**config.mk**
```make
export PLATFORM = sky130hd
export DESIGN_NAME = operandDecodeUnit
export DESIGN_NICKNAME = d
export VERILOG_FILES = /design/src/hw/isaPkg.sv /design/src/hw/cpuTypesPkg.sv /design/src/hw/regMapper.sv /design/src/hw/decodeRs1.sv /design/src/hw/decodeRs2Rd.sv /design/src/hw/immPrefixTracker.sv /design/src/hw/handshakeStage.sv /design/src/hw/operandDecodeUnit.sv
export SDC_FILE = /design/constraint.sdc
export NUM_CORES = 1
export LEC_CHECK = 0
export BUFFER_PORTS_ARGS = -buffer_cell sky130_fd_sc_hd__buf_4
export CAP_MARGIN = 20
export CORE_MARGIN = 4
export CORE_UTILIZATION = 35
export CTS_BUF_LIST = sky130_fd_sc_hd__clkbuf_4
export DETAILED_ROUTE_END_ITERATION = 10
export PLACE_DENSITY_LB_ADDON = 0.1
export SLEW_MARGIN = 20
export SYNTH_ARGS = -nofsm -noshare
export SYNTH_HDL_FRONTEND = slang
export SYNTH_HIERARCHICAL = 1
export SYNTH_SLANG_ARGS = --single-unit
export TNS_END_PERCENT = 100
```
**constraint.sdc**
```tcl
create_clock -name clk -period 4.94 [get_ports clk]
set_input_delay 0.494 -clock clk [delete_from_list [all_inputs] [get_ports clk]]
set_output_delay 0.494 -clock clk [all_outputs]
set_load 0.01 [all_outputs]
```
**src/hw/isaPkg.sv**
```systemverilog
// ========================================
// Instruction set definitions: opcodes, the
// instruction word with its field views, and
// the operating-mode encoding
// ========================================

package isaPkg;

	// Width of the immediate carried by an immediate-prefix instruction
	localparam int IMM_PREFIX_BITS = 25;

	// MOV sub-operations below this value take a seven bit source register
	localparam logic [2:0] MOV_SUB_HIGH_LIMIT = 3'd4;
	// MOV sub-operation that moves between operating-mode banks
	localparam logic [2:0] MOV_SUB_MOVEMD = 3'd1;

	typedef enum logic [6:0] {
		OP_ADD   = 7'd4,
		OP_SUB   = 7'd5,
		OP_CSR   = 7'd7,
		OP_AND   = 7'd8,
		OP_OR    = 7'd9,
		OP_XOR   = 7'd10,
		OP_CMP   = 7'd11,
		OP_MUL   = 7'd12,
		OP_DIV   = 7'd13,
		OP_SHIFT = 7'd14,
		OP_FLT   = 7'd16,
		OP_MOV   = 7'd18,
		OP_B     = 7'd32,
		OP_BCC   = 7'd40,
		OP_LOAD  = 7'd64,
		OP_STORE = 7'd80,
		OP_PUSH  = 7'd88,
		OP_POP   = 7'd89,
		OP_IMM   = 7'd120,
		OP_NOP   = 7'd127
	} opcodeE;

	// Modes are ordered by privilege, user is the lowest
	typedef enum logic [1:0] {
		MODE_USER    = 2'd0,
		MODE_SUPER   = 2'd1,
		MODE_HYPER   = 2'd2,
		MODE_MACHINE = 2'd3
	} operatingModeE;

	// ========================================
	// Instruction word views
	// ========================================

	// Register format used by ALU, float, CSR, load and store instructions
	typedef struct packed {
		logic [9:0] upper;
		logic [4:0] rs2;
		logic [4:0] rs1;
		logic [4:0] rd;
		opcodeE     opcode;
	} regFmtT;

	// Branch format, bit 31 selects an absolute target on OP_B
	typedef struct packed {
		logic        b31;
		logic [5:0]  pad30;
		logic [2:0]  bRs;
		logic [14:0] pad21;
		opcodeE      opcode;
	} brFmtT;

	// MOV format with the sub-operation, the target mode and the upper source bits
	typedef struct packed {
		logic [2:0]  pad31;
		logic [2:0]  movSub;
		logic        pad25;
		logic [1:0]  modeField;
		logic [1:0]  pad22;
		logic [1:0]  highRs1;
		logic [11:0] pad18;
		opcodeE      opcode;
	} movFmtT;

	// Immediate prefix, everything above the opcode is payload
	typedef struct packed {
		logic [IMM_PREFIX_BITS-1:0] imm;
		opcodeE                     opcode;
	} immFmtT;

	typedef union packed {
		regFmtT regFmt;
		brFmtT  brFmt;
		movFmtT movFmt;
		immFmtT immFmt;
	} instructionT;

endpackage

```
**src/hw/cpuTypesPkg.sv**
```systemverilog
// ========================================
// Processor internal types: register numbers,
// the fetched instruction and the decoded
// operand bundle
// ========================================

package cpuTypesPkg;

	// Architectural register number
	// 0..31 general, 32..63 float, 64..71 branch, 120..127 banked stack pointers
	typedef logic [6:0] aregNoT;

	// General register 31 is the stack pointer and gets banked by mode
	localparam aregNoT AREG_SP = 7'd31;
	// First of the mode-banked stack-pointer slots
	localparam aregNoT AREG_SLOT_BASE = 7'd120;

	// What the front end hands over for every instruction
	typedef struct packed {
		isaPkg::instructionT   instr;
		isaPkg::operatingModeE mode;
	} fetchedInstrT;

	// Operands after selection and bank mapping
	typedef struct packed {
		aregNoT      rs1;
		aregNoT      rs2;
		aregNoT      rd;
		logic        rs1Zero;
		logic        rs2Zero;
		logic        hasImma;
		logic        excRegPriv;
		logic [31:0] imm;
	} decodedOperandsT;

endpackage

```
**src/hw/regMapper.sv**
```systemverilog
// ========================================
// Mode bank mapping of one register number
// with the privilege check on banked slots
// ========================================

`timescale 1ns/100ps

module regMapper
(
	input  isaPkg::operatingModeE mode,
	input  cpuTypesPkg::aregNoT   areg,
	output cpuTypesPkg::aregNoT   mapped,
	output logic                  exc
);

	// Slot index inside the banked stack-pointer group
	logic [2:0] slot;

	assign slot = areg[2:0];

	always_comb
	begin
		mapped = areg;
		exc = 1'b0;
		if (areg == cpuTypesPkg::AREG_SP)
		begin
			// The stack pointer is replaced by the copy that belongs to the mode
			mapped = cpuTypesPkg::AREG_SLOT_BASE + cpuTypesPkg::aregNoT'(mode);
		end
		else if (areg[6:3] == cpuTypesPkg::AREG_SLOT_BASE[6:3])
		begin
			// A banked slot named directly may only be one at or below the mode.
			// Slots 124 and up are reserved and always trap
			exc = (slot > {1'b0, mode}) || slot[2];
		end
	end

endmodule

```
**src/hw/decodeRs1.sv**
```systemverilog
// ========================================
// Source 1 selection per opcode, MOVEMD mode
// override and bank mapping
// ========================================

`timescale 1ns/100ps

module decodeRs1
(
	input  isaPkg::operatingModeE mode,
	input  isaPkg::instructionT   instr,
	input  logic                  hasImma,
	output cpuTypesPkg::aregNoT   rs1,
	output logic                  rs1Zero,
	output logic                  exc
);

	cpuTypesPkg::aregNoT   selRs1;
	isaPkg::operatingModeE mapMode;
	logic                  isMovemd;

	// Register number before banking
	always_comb
	begin
		if (hasImma)
			// A pending prefix stands in for source 1
			selRs1 = '0;
		else
			case (instr.regFmt.opcode)
			isaPkg::OP_MOV:
				if (instr.movFmt.movSub < isaPkg::MOV_SUB_HIGH_LIMIT)
					selRs1 = {instr.movFmt.highRs1, instr.regFmt.rs1};
				else
					selRs1 = {2'b00, instr.regFmt.rs1};
			isaPkg::OP_FLT:
				selRs1 = {2'b01, instr.regFmt.rs1};
			isaPkg::OP_ADD, isaPkg::OP_SUB, isaPkg::OP_AND, isaPkg::OP_OR,
			isaPkg::OP_XOR, isaPkg::OP_CMP, isaPkg::OP_MUL, isaPkg::OP_DIV,
			isaPkg::OP_SHIFT, isaPkg::OP_CSR, isaPkg::OP_LOAD, isaPkg::OP_STORE:
				selRs1 = {2'b00, instr.regFmt.rs1};
			isaPkg::OP_B:
				// Absolute branches and branch register 0 read no register
				selRs1 = (instr.brFmt.b31 || instr.brFmt.bRs == 3'd0) ?
					'0 : {4'b1000, instr.brFmt.bRs};
			isaPkg::OP_BCC:
				// Branch registers 0 and 7 mean no register on conditional branches
				selRs1 = (instr.brFmt.bRs == 3'd0 || instr.brFmt.bRs == 3'd7) ?
					'0 : {4'b1000, instr.brFmt.bRs};
			default:
				// PUSH, POP and the rest do not use source 1
				selRs1 = '0;
			endcase
	end

	// MOVEMD reaches into the bank named by the instruction
	assign isMovemd = (instr.regFmt.opcode == isaPkg::OP_MOV) &&
		(instr.movFmt.movSub == isaPkg::MOV_SUB_MOVEMD);
	assign mapMode = isMovemd ? isaPkg::operatingModeE'(instr.movFmt.modeField) : mode;

	assign rs1Zero = (selRs1 == '0);

	regMapper mapRs1
	(
		.mode   (mapMode),
		.areg   (selRs1),
		.mapped (rs1),
		.exc    (exc)
	);

endmodule

```
**src/hw/decodeRs2Rd.sv**
```systemverilog
// ========================================
// Source 2 and destination selection per
// opcode, each mapped through the banks
// ========================================

`timescale 1ns/100ps

module decodeRs2Rd
(
	input  isaPkg::operatingModeE mode,
	input  isaPkg::instructionT   instr,
	output cpuTypesPkg::aregNoT   rs2,
	output logic                  rs2Zero,
	output cpuTypesPkg::aregNoT   rd,
	output logic                  exc
);

	cpuTypesPkg::aregNoT selRs2;
	cpuTypesPkg::aregNoT selRd;
	logic                excRs2;
	logic                excRd;

	always_comb
	begin
		selRs2 = '0;
		selRd = '0;
		case (instr.regFmt.opcode)
		isaPkg::OP_ADD, isaPkg::OP_SUB, isaPkg::OP_AND, isaPkg::OP_OR,
		isaPkg::OP_XOR, isaPkg::OP_CMP, isaPkg::OP_MUL, isaPkg::OP_DIV,
		isaPkg::OP_SHIFT:
		begin
			selRs2 = {2'b00, instr.regFmt.rs2};
			selRd = {2'b00, instr.regFmt.rd};
		end
		isaPkg::OP_FLT:
		begin
			// Float operands live in the second group of 32
			selRs2 = {2'b01, instr.regFmt.rs2};
			selRd = {2'b01, instr.regFmt.rd};
		end
		isaPkg::OP_CSR, isaPkg::OP_MOV, isaPkg::OP_LOAD:
			selRd = {2'b00, instr.regFmt.rd};
		isaPkg::OP_STORE:
			// Stores read the data register and write nothing
			selRs2 = {2'b00, instr.regFmt.rs2};
		isaPkg::OP_PUSH, isaPkg::OP_POP:
			// The stack pointer is updated implicitly
			selRd = cpuTypesPkg::AREG_SP;
		default:
		begin
			selRs2 = '0;
			selRd = '0;
		end
		endcase
	end

	assign rs2Zero = (selRs2 == '0);

	regMapper mapRs2
	(
		.mode   (mode),
		.areg   (selRs2),
		.mapped (rs2),
		.exc    (excRs2)
	);

	regMapper mapRd
	(
		.mode   (mode),
		.areg   (selRd),
		.mapped (rd),
		.exc    (excRd)
	);

	assign exc = excRs2 | excRd;

endmodule

```
**src/hw/immPrefixTracker.sv**
```systemverilog
// ========================================
// Pending immediate prefix for the next
// instruction through the slice
// ========================================

`timescale 1ns/100ps

module immPrefixTracker
(
	input  logic                clk,
	input  logic                rstN,
	input  logic                advance,
	input  isaPkg::instructionT instr,
	output logic                hasImma,
	output logic [31:0]         imm
);

	logic                               prefixValid;
	logic [isaPkg::IMM_PREFIX_BITS-1:0] pendingImm;
	logic                               isPrefix;

	assign isPrefix = (instr.immFmt.opcode == isaPkg::OP_IMM);

	// Every instruction that moves on either opens a prefix or consumes it
	always_ff @(posedge clk or negedge rstN)
	begin
		if (!rstN)
			prefixValid <= 1'b0;
		else if (advance)
			prefixValid <= isPrefix;
	end

	always_ff @(posedge clk)
	begin
		if (advance && isPrefix)
			pendingImm <= instr.immFmt.imm;
	end

	assign hasImma = prefixValid;
	assign imm = prefixValid ? {{(32 - isaPkg::IMM_PREFIX_BITS){1'b0}}, pendingImm} : '0;

	// Nothing may survive a reset into the first instruction
	assert property (@(posedge clk) !$past(rstN) |-> !hasImma);

endmodule

```
**src/hw/handshakeStage.sv**
```systemverilog
// ========================================
// One-entry four-phase req/ack register
// stage for any payload type
// ========================================

`timescale 1ns/100ps

module handshakeStage #(
	parameter type payloadT = logic [31:0]
)
(
	input  logic    clk,
	input  logic    rstN,
	input  logic    inReq,
	output logic    inAck,
	input  payloadT inData,
	output logic    outReq,
	input  logic    outAck,
	output payloadT outData
);

	// Output side runs request, then waits for the sink to release its ack
	typedef enum logic [1:0] {OUT_IDLE, OUT_REQ, OUT_RELEASE} outPhaseE;

	outPhaseE outPhase;
	logic     full;
	logic     capture;
	payloadT  held;

	// A new request is taken only when the entry is free and the last ack is down
	assign capture = inReq && !inAck && !full;

	always_ff @(posedge clk or negedge rstN)
	begin
		if (!rstN)
		begin
			full <= 1'b0;
			inAck <= 1'b0;
			outPhase <= OUT_IDLE;
		end
		else
		begin
			// Input side
			if (capture)
			begin
				inAck <= 1'b1;
				full <= 1'b1;
			end
			else if (inAck && !inReq)
				inAck <= 1'b0;

			// Output side, the entry is freed only after the ack goes low again
			case (outPhase)
			OUT_IDLE:
				if (full && !outAck)
					outPhase <= OUT_REQ;
			OUT_REQ:
				if (outAck)
					outPhase <= OUT_RELEASE;
			OUT_RELEASE:
				if (!outAck)
				begin
					outPhase <= OUT_IDLE;
					full <= 1'b0;
				end
			default:
				outPhase <= OUT_IDLE;
			endcase
		end
	end

	always_ff @(posedge clk)
	begin
		if (capture)
			held <= inData;
	end

	assign outReq = (outPhase == OUT_REQ);
	assign outData = held;

	// The sink may sample the payload at any point of the request phase
	assert property (@(posedge clk) disable iff (!rstN)
		outReq && $past(outReq) |-> $stable(outData));

	// A request is only withdrawn once the sink has acknowledged it
	assert property (@(posedge clk) disable iff (!rstN)
		$fell(outReq) |-> $past(outAck));

endmodule

```
**src/hw/operandDecodeUnit.sv**
```systemverilog
// ========================================
// Operand decode slice: input stage, prefix
// tracker, decoders and output stage
// ========================================

`timescale 1ns/100ps

module operandDecodeUnit
(
	input  logic                         clk,
	input  logic                         rstN,
	input  logic                         inReq,
	output logic                         inAck,
	input  cpuTypesPkg::fetchedInstrT    inData,
	output logic                         outReq,
	input  logic                         outAck,
	output cpuTypesPkg::decodedOperandsT outData
);

	// Internal channel between the two stages
	logic                         midReq;
	logic                         midAck;
	cpuTypesPkg::fetchedInstrT    midInstr;
	cpuTypesPkg::decodedOperandsT decoded;
	logic                         advance;
	logic                         hasImma;
	logic [31:0]                  imm;
	logic                         excRs1;
	logic                         excRs2Rd;

	handshakeStage #(.payloadT(cpuTypesPkg::fetchedInstrT)) inStage
	(
		.clk     (clk),
		.rstN    (rstN),
		.inReq   (inReq),
		.inAck   (inAck),
		.inData  (inData),
		.outReq  (midReq),
		.outAck  (midAck),
		.outData (midInstr)
	);

	// Req and ack both high happens for exactly one cycle per transfer
	assign advance = midReq && midAck;

	immPrefixTracker prefix0
	(
		.clk     (clk),
		.rstN    (rstN),
		.advance (advance),
		.instr   (midInstr.instr),
		.hasImma (hasImma),
		.imm     (imm)
	);

	decodeRs1 rs1Dec
	(
		.mode    (midInstr.mode),
		.instr   (midInstr.instr),
		.hasImma (hasImma),
		.rs1     (decoded.rs1),
		.rs1Zero (decoded.rs1Zero),
		.exc     (excRs1)
	);

	decodeRs2Rd rs2RdDec
	(
		.mode    (midInstr.mode),
		.instr   (midInstr.instr),
		.rs2     (decoded.rs2),
		.rs2Zero (decoded.rs2Zero),
		.rd      (decoded.rd),
		.exc     (excRs2Rd)
	);

	assign decoded.hasImma = hasImma;
	assign decoded.imm = imm;
	// Any operand touching a slot above the mode traps the instruction
	assign decoded.excRegPriv = excRs1 | excRs2Rd;

	handshakeStage #(.payloadT(cpuTypesPkg::decodedOperandsT)) outStage
	(
		.clk     (clk),
		.rstN    (rstN),
		.inReq   (midReq),
		.inAck   (midAck),
		.inData  (decoded),
		.outReq  (outReq),
		.outAck  (outAck),
		.outData (outData)
	);

endmodule

```
==> results of run 1 <==
-- layout by cell type, fill, tap and decap left out, drive strengths merged, types with 7 or more instances in the layout --
cell type	n
and2	28
inv	28
conb	17
nand4b	7
clkbuf	22
a21boi	8
nor2b	13
o21ai	8
nor2	22
buf	98
dfrtp	9
edfxtp	116
-- through the flow --
step	instances	setup WS (ns)	cell area (sq um)	utilization, %
final	668	1.98	6460	44.3
after global routing	668	1.77	6460	44.3
after floorplan	369	1.22	5270	-
after CTS	667	1.98	6460	44.3
after detailed placement	634	1.98	6160	42.2
after global placement	634	2.09	6160	42.2
-- report_power, final --
group	internal (W)	switching (W)	total [W]	leakage, nW
clock network	0.000372	0.000351	0.000723	0.160
logic	0.000156	0.000166	0.000322	1.07
registers	0.00129	0.0000696	0.00136	1.17
total	0.00181	0.000587	0.00240	2.40
-- routing by layer --
metal	wire (um)	share of wire (%)
met5	0	0
met4	240	2.3
met3	629	6.0
met2	5010	48
met1	4610	44
-- cell families (layout without fill, tap and decap cells) --
group	after synthesis	count (layout)	synth area share (%)
buffers and inverters	45	159	3.79
adder cells (fa/ha/maj)	6	6	1.44
flip-flops	125	125	71.1
other	2	18	0.144
AO/OA/AOI/OAI	57	57	8.78
AND/OR/NAND/NOR	116	116	14.2
XOR/XNOR	1	1	0.168
multiplexers	2	2	0.432
-- worst max-delay path: stages, from the launching register on --
cell	delay [ns]
edfxtp_1	0.63
nor4b_2	0.38
nand3_1	0.22
nor4b_2	0.40
mux2_2	0.39
ha_1	0.28
and3b_1	0.16
a211oi_1	0.05
or2_1	0.20
-- final cells by class --
type / instances / share of cell area [%]
Clock buffer: 22 / 2.55
Multi-Input combinational cell: 199 / 21.4
Timing Repair Buffer: 99 / 11.5
Inverter: 28 / 1.63
Tap cell: 184 / 3.56
Sequential cell: 125 / 57.4
Clock inverter: 10 / 1.92
Antenna cell: 1 / 0.0387
-- path summary, 6_finish.rpt --
path	from	to	slack (ns)
max in group asynchronous	rstN	prefix0/hasImma	4.48
min reg2reg	inStage/outData[31]	prefix0/pendingImm[22]	0.42
max	inStage/outData[5]	outStage/outData[32]	1.98
min in group asynchronous	rstN	outStage/outPhase[1]	0.30
max reg2reg	inStage/outData[5]	outStage/outData[32]	1.98
min	outAck	outStage/outPhase[0]	0.13
-- repair_timing --
item	in CTS	in global routing
hold buffers	1	0
endpoints found under the hold margin	9	0
buffers inserted	0	0
resized for setup	0	0
-- flip-flops by register name, summed over array words and instances (netlist names) --
register / count
prefix0/hasImma: 1
prefix0/pendingImm: 25
outStage/full: 1
outStage/outPhase: 2
outStage/outData: 57
inStage/outData: 34
outStage/inAck: 1
inStage/inAck: 1
inStage/full: 1
inStage/outPhase: 2
==> flow_summary.yaml, run 1 <==
yosys:
  synth-edff-count: 116
  yosysTopAreaCell: "edfxtp_1"
  syn-cell-area_sq_um: 5220
  synth-async-reset-ratio_pct: 7.20
  yosys_warnings: 6
  synth_cells: 354
  yosysMostFrequentCell: "edfxtp_1"
  synth_cell_types: 55
  synth.ff_latch_count: 125
  synth_area_per_cell_sq_um: 14.7
  synth_top_area_share_pct: 66.8
  synth_flop_cell: "edfxtp_1"
  ys_top_cells_by_area: "edfxtp_1, dfrtp_1, and2_1, inv_1, nor2_1"
  netlist_top_cells_count: "edfxtp_1, and2_1, inv_1, nor2_1, nor2b_1"
  synth-seq-area-share_pct: 71.1
global_route:
  gr-total-overflow: 0
  grt_pass1_wl_mm: 16.3
  grt_max_degree: 35
  use_met3_pct: 4.54
  grt_use_total_pct: 13.0
  busiest_layer: "met2"
  grt_pass1_vias: 3150
  met1_usage_pct: 16.4
  antenna_found_initial: 1
  use_met2_pct: 20.0
cells_and_area:
  area_growth_pct: 23.9
  multi_input_area_sq_um: 1380
  drive_gt1_share_pct: 29.8
  fillers: 1337
  seq_area_sq_um: 3710
  fin_nets: 514
timing:
  setup_viol: 0
  slew_headroom_pct: 33.5
  fin_skew_ns: 0.0231
  max_slew.worst_pin.slew_ns: 0.996
  finalHoldViolCount: 0
  finalCritPeriodShare_pct: 59.9
  timing.hold.ws_ns: 0.131
  fin_tns_setup_ns: 0
  fmax_mhz: 338
  rsz0062_at_grt: "false"
  fin_crit_ns: 2.96
  slew_violations: 0
die:
  coreArea_sq_um: 14600
  io_pins: 97
  rows: 44
  start_util_pct: 35.8
  die_w_um: 130
  die_h_um: 130
  die-area_sq_um: 16900
pwr:
  p_leak_nw: 2.40
  fin_total_pwr_w: 0.00240
  powerDensity_nw_per_um2: 371
  vdd_drop_max_uv: 165
clocking:
  clk_latency_ns: 0.53
  numCtsBuffers: 17
  clk_pin_slew_worst_paths_ns: 0.11
  root_buffer: "clkbuf_4"
  clock-sinks: 125
  htree_levels: 4
  cts_tree: "yes"
  cts_buffer_depth: 2
placement:
  gp_congestion: 0.780
  numPortBuffers: 96
  dp_hpwl_mm: 7.46
worst_setup_path:
  crit_arrival_ns: 3.24
  critPathCaptureType: "flop"
  critical_path_class: "flop to flop"
  path_max_fanout: 19
  rr_worst_depth: 8
  required_ns: 5.22
  critPathLaunchType: "flop"
detailed_routing:
  wl_per_cell_um: 15.7
  drc: 0
  dr.pass1.iters: 4
  routed_wl_mm: 10.5
  via_count: 3162
  antenna_left: 0
  viasPerCell: 4.73
  drtIter0Drc: 159
hold_path:
  whs_path_depth: 2
  worst_hold_path_type: "primary input to flop"
status:
  status: "finished clean"
flow_run:
  cap_violations: 0
(Power assumes the default switching activity.)
==> run 2, diff against run 1 <==
Clock period 4.94 ns to 2.7 ns, I/O delays scaled along.
==> flow_summary.yaml, run 2 (synthesis gave the netlist of run 1 again) <==
global_route:
  grt_pass1_vias: 3277
  met1_usage_pct: 16.3
  antenna_found_initial: 0
  busiest_layer: "met2"
  grt_max_degree: 46
  grt_pass1_wl_mm: 16.8
  grt_use_total_pct: 13.4
  use_met2_pct: 22.3
  use_met3_pct: 4.26
  gr-total-overflow: 0
clocking:
  clk_latency_ns: 0.52
  clk_pin_slew_worst_paths_ns: 0.11
  cts_buffer_depth: 2
  numCtsBuffers: 17
  root_buffer: "clkbuf_4"
  htree_levels: 4
  cts_tree: "yes"
  clock-sinks: 125
cells_and_area:
  fillers: 1280
  finalInstanceArea_sq_um: 7110
  layout_commonest_cell: "buf_4"
  n_antenna_cell: 0
  seq_area_sq_um: 3710
  multi_input_area_sq_um: 1410
  drive_gt1_share_pct: 31.0
  fin_cells: 723
  area_growth_pct: 36.4
  mostFrequentLayoutCells: "buf_4, edfxtp_1, dlygate4sd3_1"
  fin_nets: 570
  largest_reg_flops: 57
detailed_routing:
  via_count: 3379
  drtIter0Drc: 225
  dr.pass1.iters: 4
  antenna_left: 0
  routed_wl_mm: 10.8
  viasPerCell: 4.67
  drc: 0
  wl_per_cell_um: 14.9
die:
  rows: 44
  die-area_sq_um: 16900
  coreArea_sq_um: 14600
  die_h_um: 130
  start_util_pct: 35.8
  io_pins: 97
  die_w_um: 130
worst_setup_path:
  cp-startpoint: "inStage/outData[5]"
  rr_startpoint: "inStage/outData[5]"
  cpMostUsedCell: "or2_1"
  crit_arrival_ns: 2.90
  critPathCaptureType: "flop"
  path_max_fanout: 5
  required_ns: 2.99
  crit_buf_inv: 1
  critPathTopFamily: "simple AND/OR/NAND/NOR gates"
  critPathLaunchType: "flop"
  critical_path_class: "flop to flop"
  path_cells: "or2_1 > o311a_1 > o211ai_4 > o21bai_2 > nor2_1 > inv_1 > ha_1 > and3b_1 > a211oi_1 > or2_1"
  cp_slowest_cell: "edfxtp_1"
  worst_path_largest_cell_delay_ns: 0.49
placement:
  dp_hpwl_mm: 7.58
  numPortBuffers: 96
  placed_area_sq_um: 6320
  gp_congestion: 0.839
  placed_cells: 653
timing:
  finalCritPeriodShare_pct: 96.6
  setup_viol: 0
  fin_skew_ns: 0.0136
  fmax_mhz: 383
  slew_violations: 0
  finalHoldViolCount: 0
  slew_headroom_pct: 58.4
  max_slew.worst_pin.slew_ns: 0.623
  rsz0062_at_grt: "true"
  fin_crit_ns: 2.61
pwr:
  fin_total_pwr_w: 0.00486
  powerDensity_nw_per_um2: 684
  vdd_drop_max_uv: 308
  p_leak_nw: 2.71
hold_path:
  worst_hold_path_type: "primary input to async pin"
status:
  status: "finished clean"
flow_run:
  cap_violations: 0
==> run 2: cell types whose count changed in the layout (fill, tap and decap cells not counted), moves of 2 or more <==
| cell | before | now |
|---|---|---|
| dlygate4sd3_1 | 1 | 37 |
| buf_4 | 98 | 117 |
| nor4b_4 | 0 | 2 |
| and2_1 | 28 | 26 |
| clkbuf_4 | 22 | 17 |
| clkinv_2 | 3 | 0 |
| clkinv_4 | 0 | 3 |
| nor4b_2 | 2 | 0 |
| and2_4 | 0 | 2 |
| bufinv_16 | 3 | 7 |
==> run 2: area by class of cell <==
| type | instances | area share (%) |
|---|---|---|
| Clock buffer | 17 | 1.79 |
| Clock inverter | 15 | 3.76 |
| Inverter | 28 | 1.48 |
| Multi-Input combinational cell | 199 | 19.8 |
| Sequential cell | 125 | 52.1 |
| Tap cell | 184 | 3.24 |
| Timing Repair Buffer | 155 | 17.8 |
==> run 2: worst paths after layout <==
check	to	slack, ns	cells past startpoint
worst max-delay path	outStage/outData[32]	0.09	10
worst min register to register	prefix0/pendingImm[22]	0.43	0
max in group asynchronous	inStage/outPhase[0]	2.48	2
worst max register to register	outStage/outData[32]	0.09	10
worst min-delay path	prefix0/hasImma	0.09	2
min in group clk	prefix0/pendingImm[22]	0.43	0
==> run 2: repair_timing <==
action                     in CTS  in global routing
setup buffers                   0                  1
setup endpoints to repair       0                  2
hold endpoints to repair       47                  0
resized for setup               0                  4
hold buffers                   37                  0
==> run 2: power breakdown <==
group | internal, W | switching (W)
registers | 0.00235 | 0.000107
clock network | 0.00101 | 0.000696
logic | 0.000354 | 0.000343
==> run 2: metrics by stage <==
stage	hold WS, ns	setup TNS (ns)	worst slack, ns	util, %
6_report	0.0867	0	0.0908	48.8
5_1_grt	0.0504	-0.0327	-0.0227	48.8
4_1_cts	0.0202	0	0.0274	48.6
3_5_place_dp	0.102	0	0.0584	43.3
3_3_place_gp	0.101	0	0.127	43.3
2_1_floorplan	-0.0256	0	0.0678	-
==> run 2: routing by layer <==
layer | part of all wire (%) | up-vias
met1 | 43 | 1617
met2 | 51 | 86
met5 | 0 | -
met3 | 5.4 | 12
met4 | 0.91 | 0
li1 | - | 1664
==> run 3, diff against run 2 <==
Settings changed: CTS_BUF_LIST sky130_fd_sc_hd__clkbuf_4 to sky130_fd_sc_hd__clkbuf_4 sky130_fd_sc_hd__clkbuf_8 sky130_fd_sc_hd__clkbuf_16, REMOVE_ABC_BUFFERS set to 1.
==> flow_summary.yaml, run 3 (synthesis gave the netlist of run 1 again) <==
status:
  status: "finished clean"
global_route:
  antenna_found_initial: 0
  gr-total-overflow: 0
  busiest_layer: "met2"
  grt_pass1_wl_mm: 16.7
  grt_pass1_vias: 3164
  grt_max_degree: 39
  grt_use_total_pct: 13.2
  met1_usage_pct: 17.2
  use_met3_pct: 3.93
  use_met2_pct: 20.4
die:
  coreArea_sq_um: 14600
  io_pins: 97
  rows: 44
  die_h_um: 130
  start_util_pct: 35.8
  die-area_sq_um: 16900
  die_w_um: 130
detailed_routing:
  via_count: 3246
  routed_wl_mm: 10.9
  viasPerCell: 4.73
  drtIter0Drc: 212
  wl_per_cell_um: 15.8
  antenna_left: 0
  dr.pass1.iters: 4
  drc: 0
clocking:
  htree_levels: 4
  root_buffer: "clkbuf_16"
  clock-sinks: 125
  clk_pin_slew_worst_paths_ns: 0.05
  cts_tree: "yes"
  clk_latency_ns: 0.42
  numCtsBuffers: 17
  cts_buffer_depth: 2
worst_setup_path:
  critPathCaptureType: "flop"
  worst_path_largest_cell_delay_ns: 0.47
  rr_startpoint: "inStage/outData[5]"
  critPathLaunchType: "flop"
  path_cells: "or2_1 > o311a_1 > o211ai_4 > o21bai_2 > nor2_2 > inv_1 > ha_1 > and3b_1 > a211oi_1 > or2_1"
  rr_worst_depth: 10
  crit_arrival_ns: 2.76
  cp_slowest_cell: "edfxtp_1"
  r2r_slack_ns: 0.10
  critical_path_class: "flop to flop"
  reg2reg_to: "outStage/outData[32]"
  path_max_fanout: 5
  required_ns: 2.86
  cpMostUsedCell: "or2_1"
hold_path:
  min_to: "inStage/outData[14]"
  whs_path_depth: 1
  min_from: "inData[14]"
  worst_hold_path_type: "primary input to flop"
placement:
  numPortBuffers: 96
  dp_hpwl_mm: 7.63
  placed_cells: 651
  gp_congestion: 0.878
  post-place-ws_ns: 0.0641
cells_and_area:
  largest_reg_flops: 57
  area_growth_pct: 32.4
  fin_cells: 686
  fillers: 1301
  layout_commonest_cell: "edfxtp_1"
  drive_gt1_share_pct: 33.3
  fin_nets: 533
  mostFrequentLayoutCells: "edfxtp_1, buf_4, and2_1, inv_1, nor2_1"
  n_antenna_cell: 0
pwr:
  vdd_drop_max_uv: 371
  powerDensity_nw_per_um2: 749
  p_leak_nw: 2.62
timing:
  setup_slack_ns: 0.100
  finalCritPeriodShare_pct: 96.3
  finalHoldViolCount: 0
  setup_viol: 0
  slew_violations: 0
  slew_headroom_pct: 58.8
  max_slew.worst_pin.slew_ns: 0.617
  fin_skew_ns: 0.0117
  rsz0062_at_grt: "true"
  fmax_mhz: 385
  fin_crit_ns: 2.60
flow_run:
  cap_violations: 0
[run 3: cell count changes in the layout (fill, tap and decap cells not counted), moves of 2 or more]
cell,before,now
nor2_2,1,3
nor2_1,21,19
clkinv_2,0,5
bufinv_16,7,0
and2_1,26,28
and2_4,2,0
clkbuf_8,0,3
clkbuf_4,17,4
dlygate4sd3_1,37,1
clkinv_4,3,0
buf_4,117,115
clkbuf_16,0,17
[run 3: worst max-delay path, delay by kind of cell (launching register included)]
kind,cells,cell delay (ns)
adders and majority gates,1,0.26
AOI/OAI and AO/OA,4,0.77
and+or+nand+nor,4,0.77
DFF,1,0.47
buffers and inverters,1,0.07
[run 3: cell type report]
class,count,area (sq um),area share (%)
Clock inverter,8,43.8,0.634
Sequential cell,125,3710,53.7
Timing Repair Buffer,118,913,13.2
Inverter,28,105,1.52
Multi-Input combinational cell,199,1410,20.4
Clock buffer,24,497,7.19
Tap cell,184,230,3.33
[run 3: per-layer routing]
| layer | part of all wire (%) | up-vias |
|---|---|---|
| li1 | - | 1584 |
| met1 | 45 | 1560 |
| met2 | 48 | 96 |
| met3 | 6.1 | 6 |
| met4 | 0.66 | 0 |
| met5 | 0 | - |
[run 3: worst max-delay path by stage]
stage	startpoint	to	slack [ns]	cells after the start
after floorplan	inStage/outPhase[1]	outStage/outData[0]	-1.02	3
after global placement	inStage/outData[5]	outStage/outData[32]	0.16	8
after detailed placement	inStage/outData[5]	outStage/outData[32]	0.06	8
after CTS	inStage/outData[5]	outStage/outData[32]	0.05	8
after global routing	inStage/outData[5]	outStage/outData[32]	-0.03	10
final	inStage/outData[5]	outStage/outData[32]	0.10	10
[run 3: report_power, final]
group          total (W)  leakage [nW]  internal [W]  switching (W)
clock network    0.00205         0.271       0.00127       0.000776
logic           0.000656          1.19      0.000316       0.000340
registers        0.00246          1.17       0.00236       0.000105
[run 3: what timing repair did]
item	4_1_cts	5_1_grt
resized for setup	0	5
hold endpoints to repair	9	0
hold buffers	1	0
setup endpoints to repair	0	2
buffers inserted	0	2
[run 3: per-stage QoR]
step                util [%]  hold slack (ns)  instance area, sq um  TNS (ns)  total power, W
floorplan                  -          -0.0256                  5180    -57.94         0.00281
global placement        43.3           0.0982                  6320         0         0.00315
detailed placement      43.3            0.104                  6320         0         0.00317
CTS                     47.1           0.0122                  6870         0         0.00524
global route            47.3           0.0143                  6900   -0.0366         0.00541
finish                  47.3           0.0309                  6900         0         0.00517
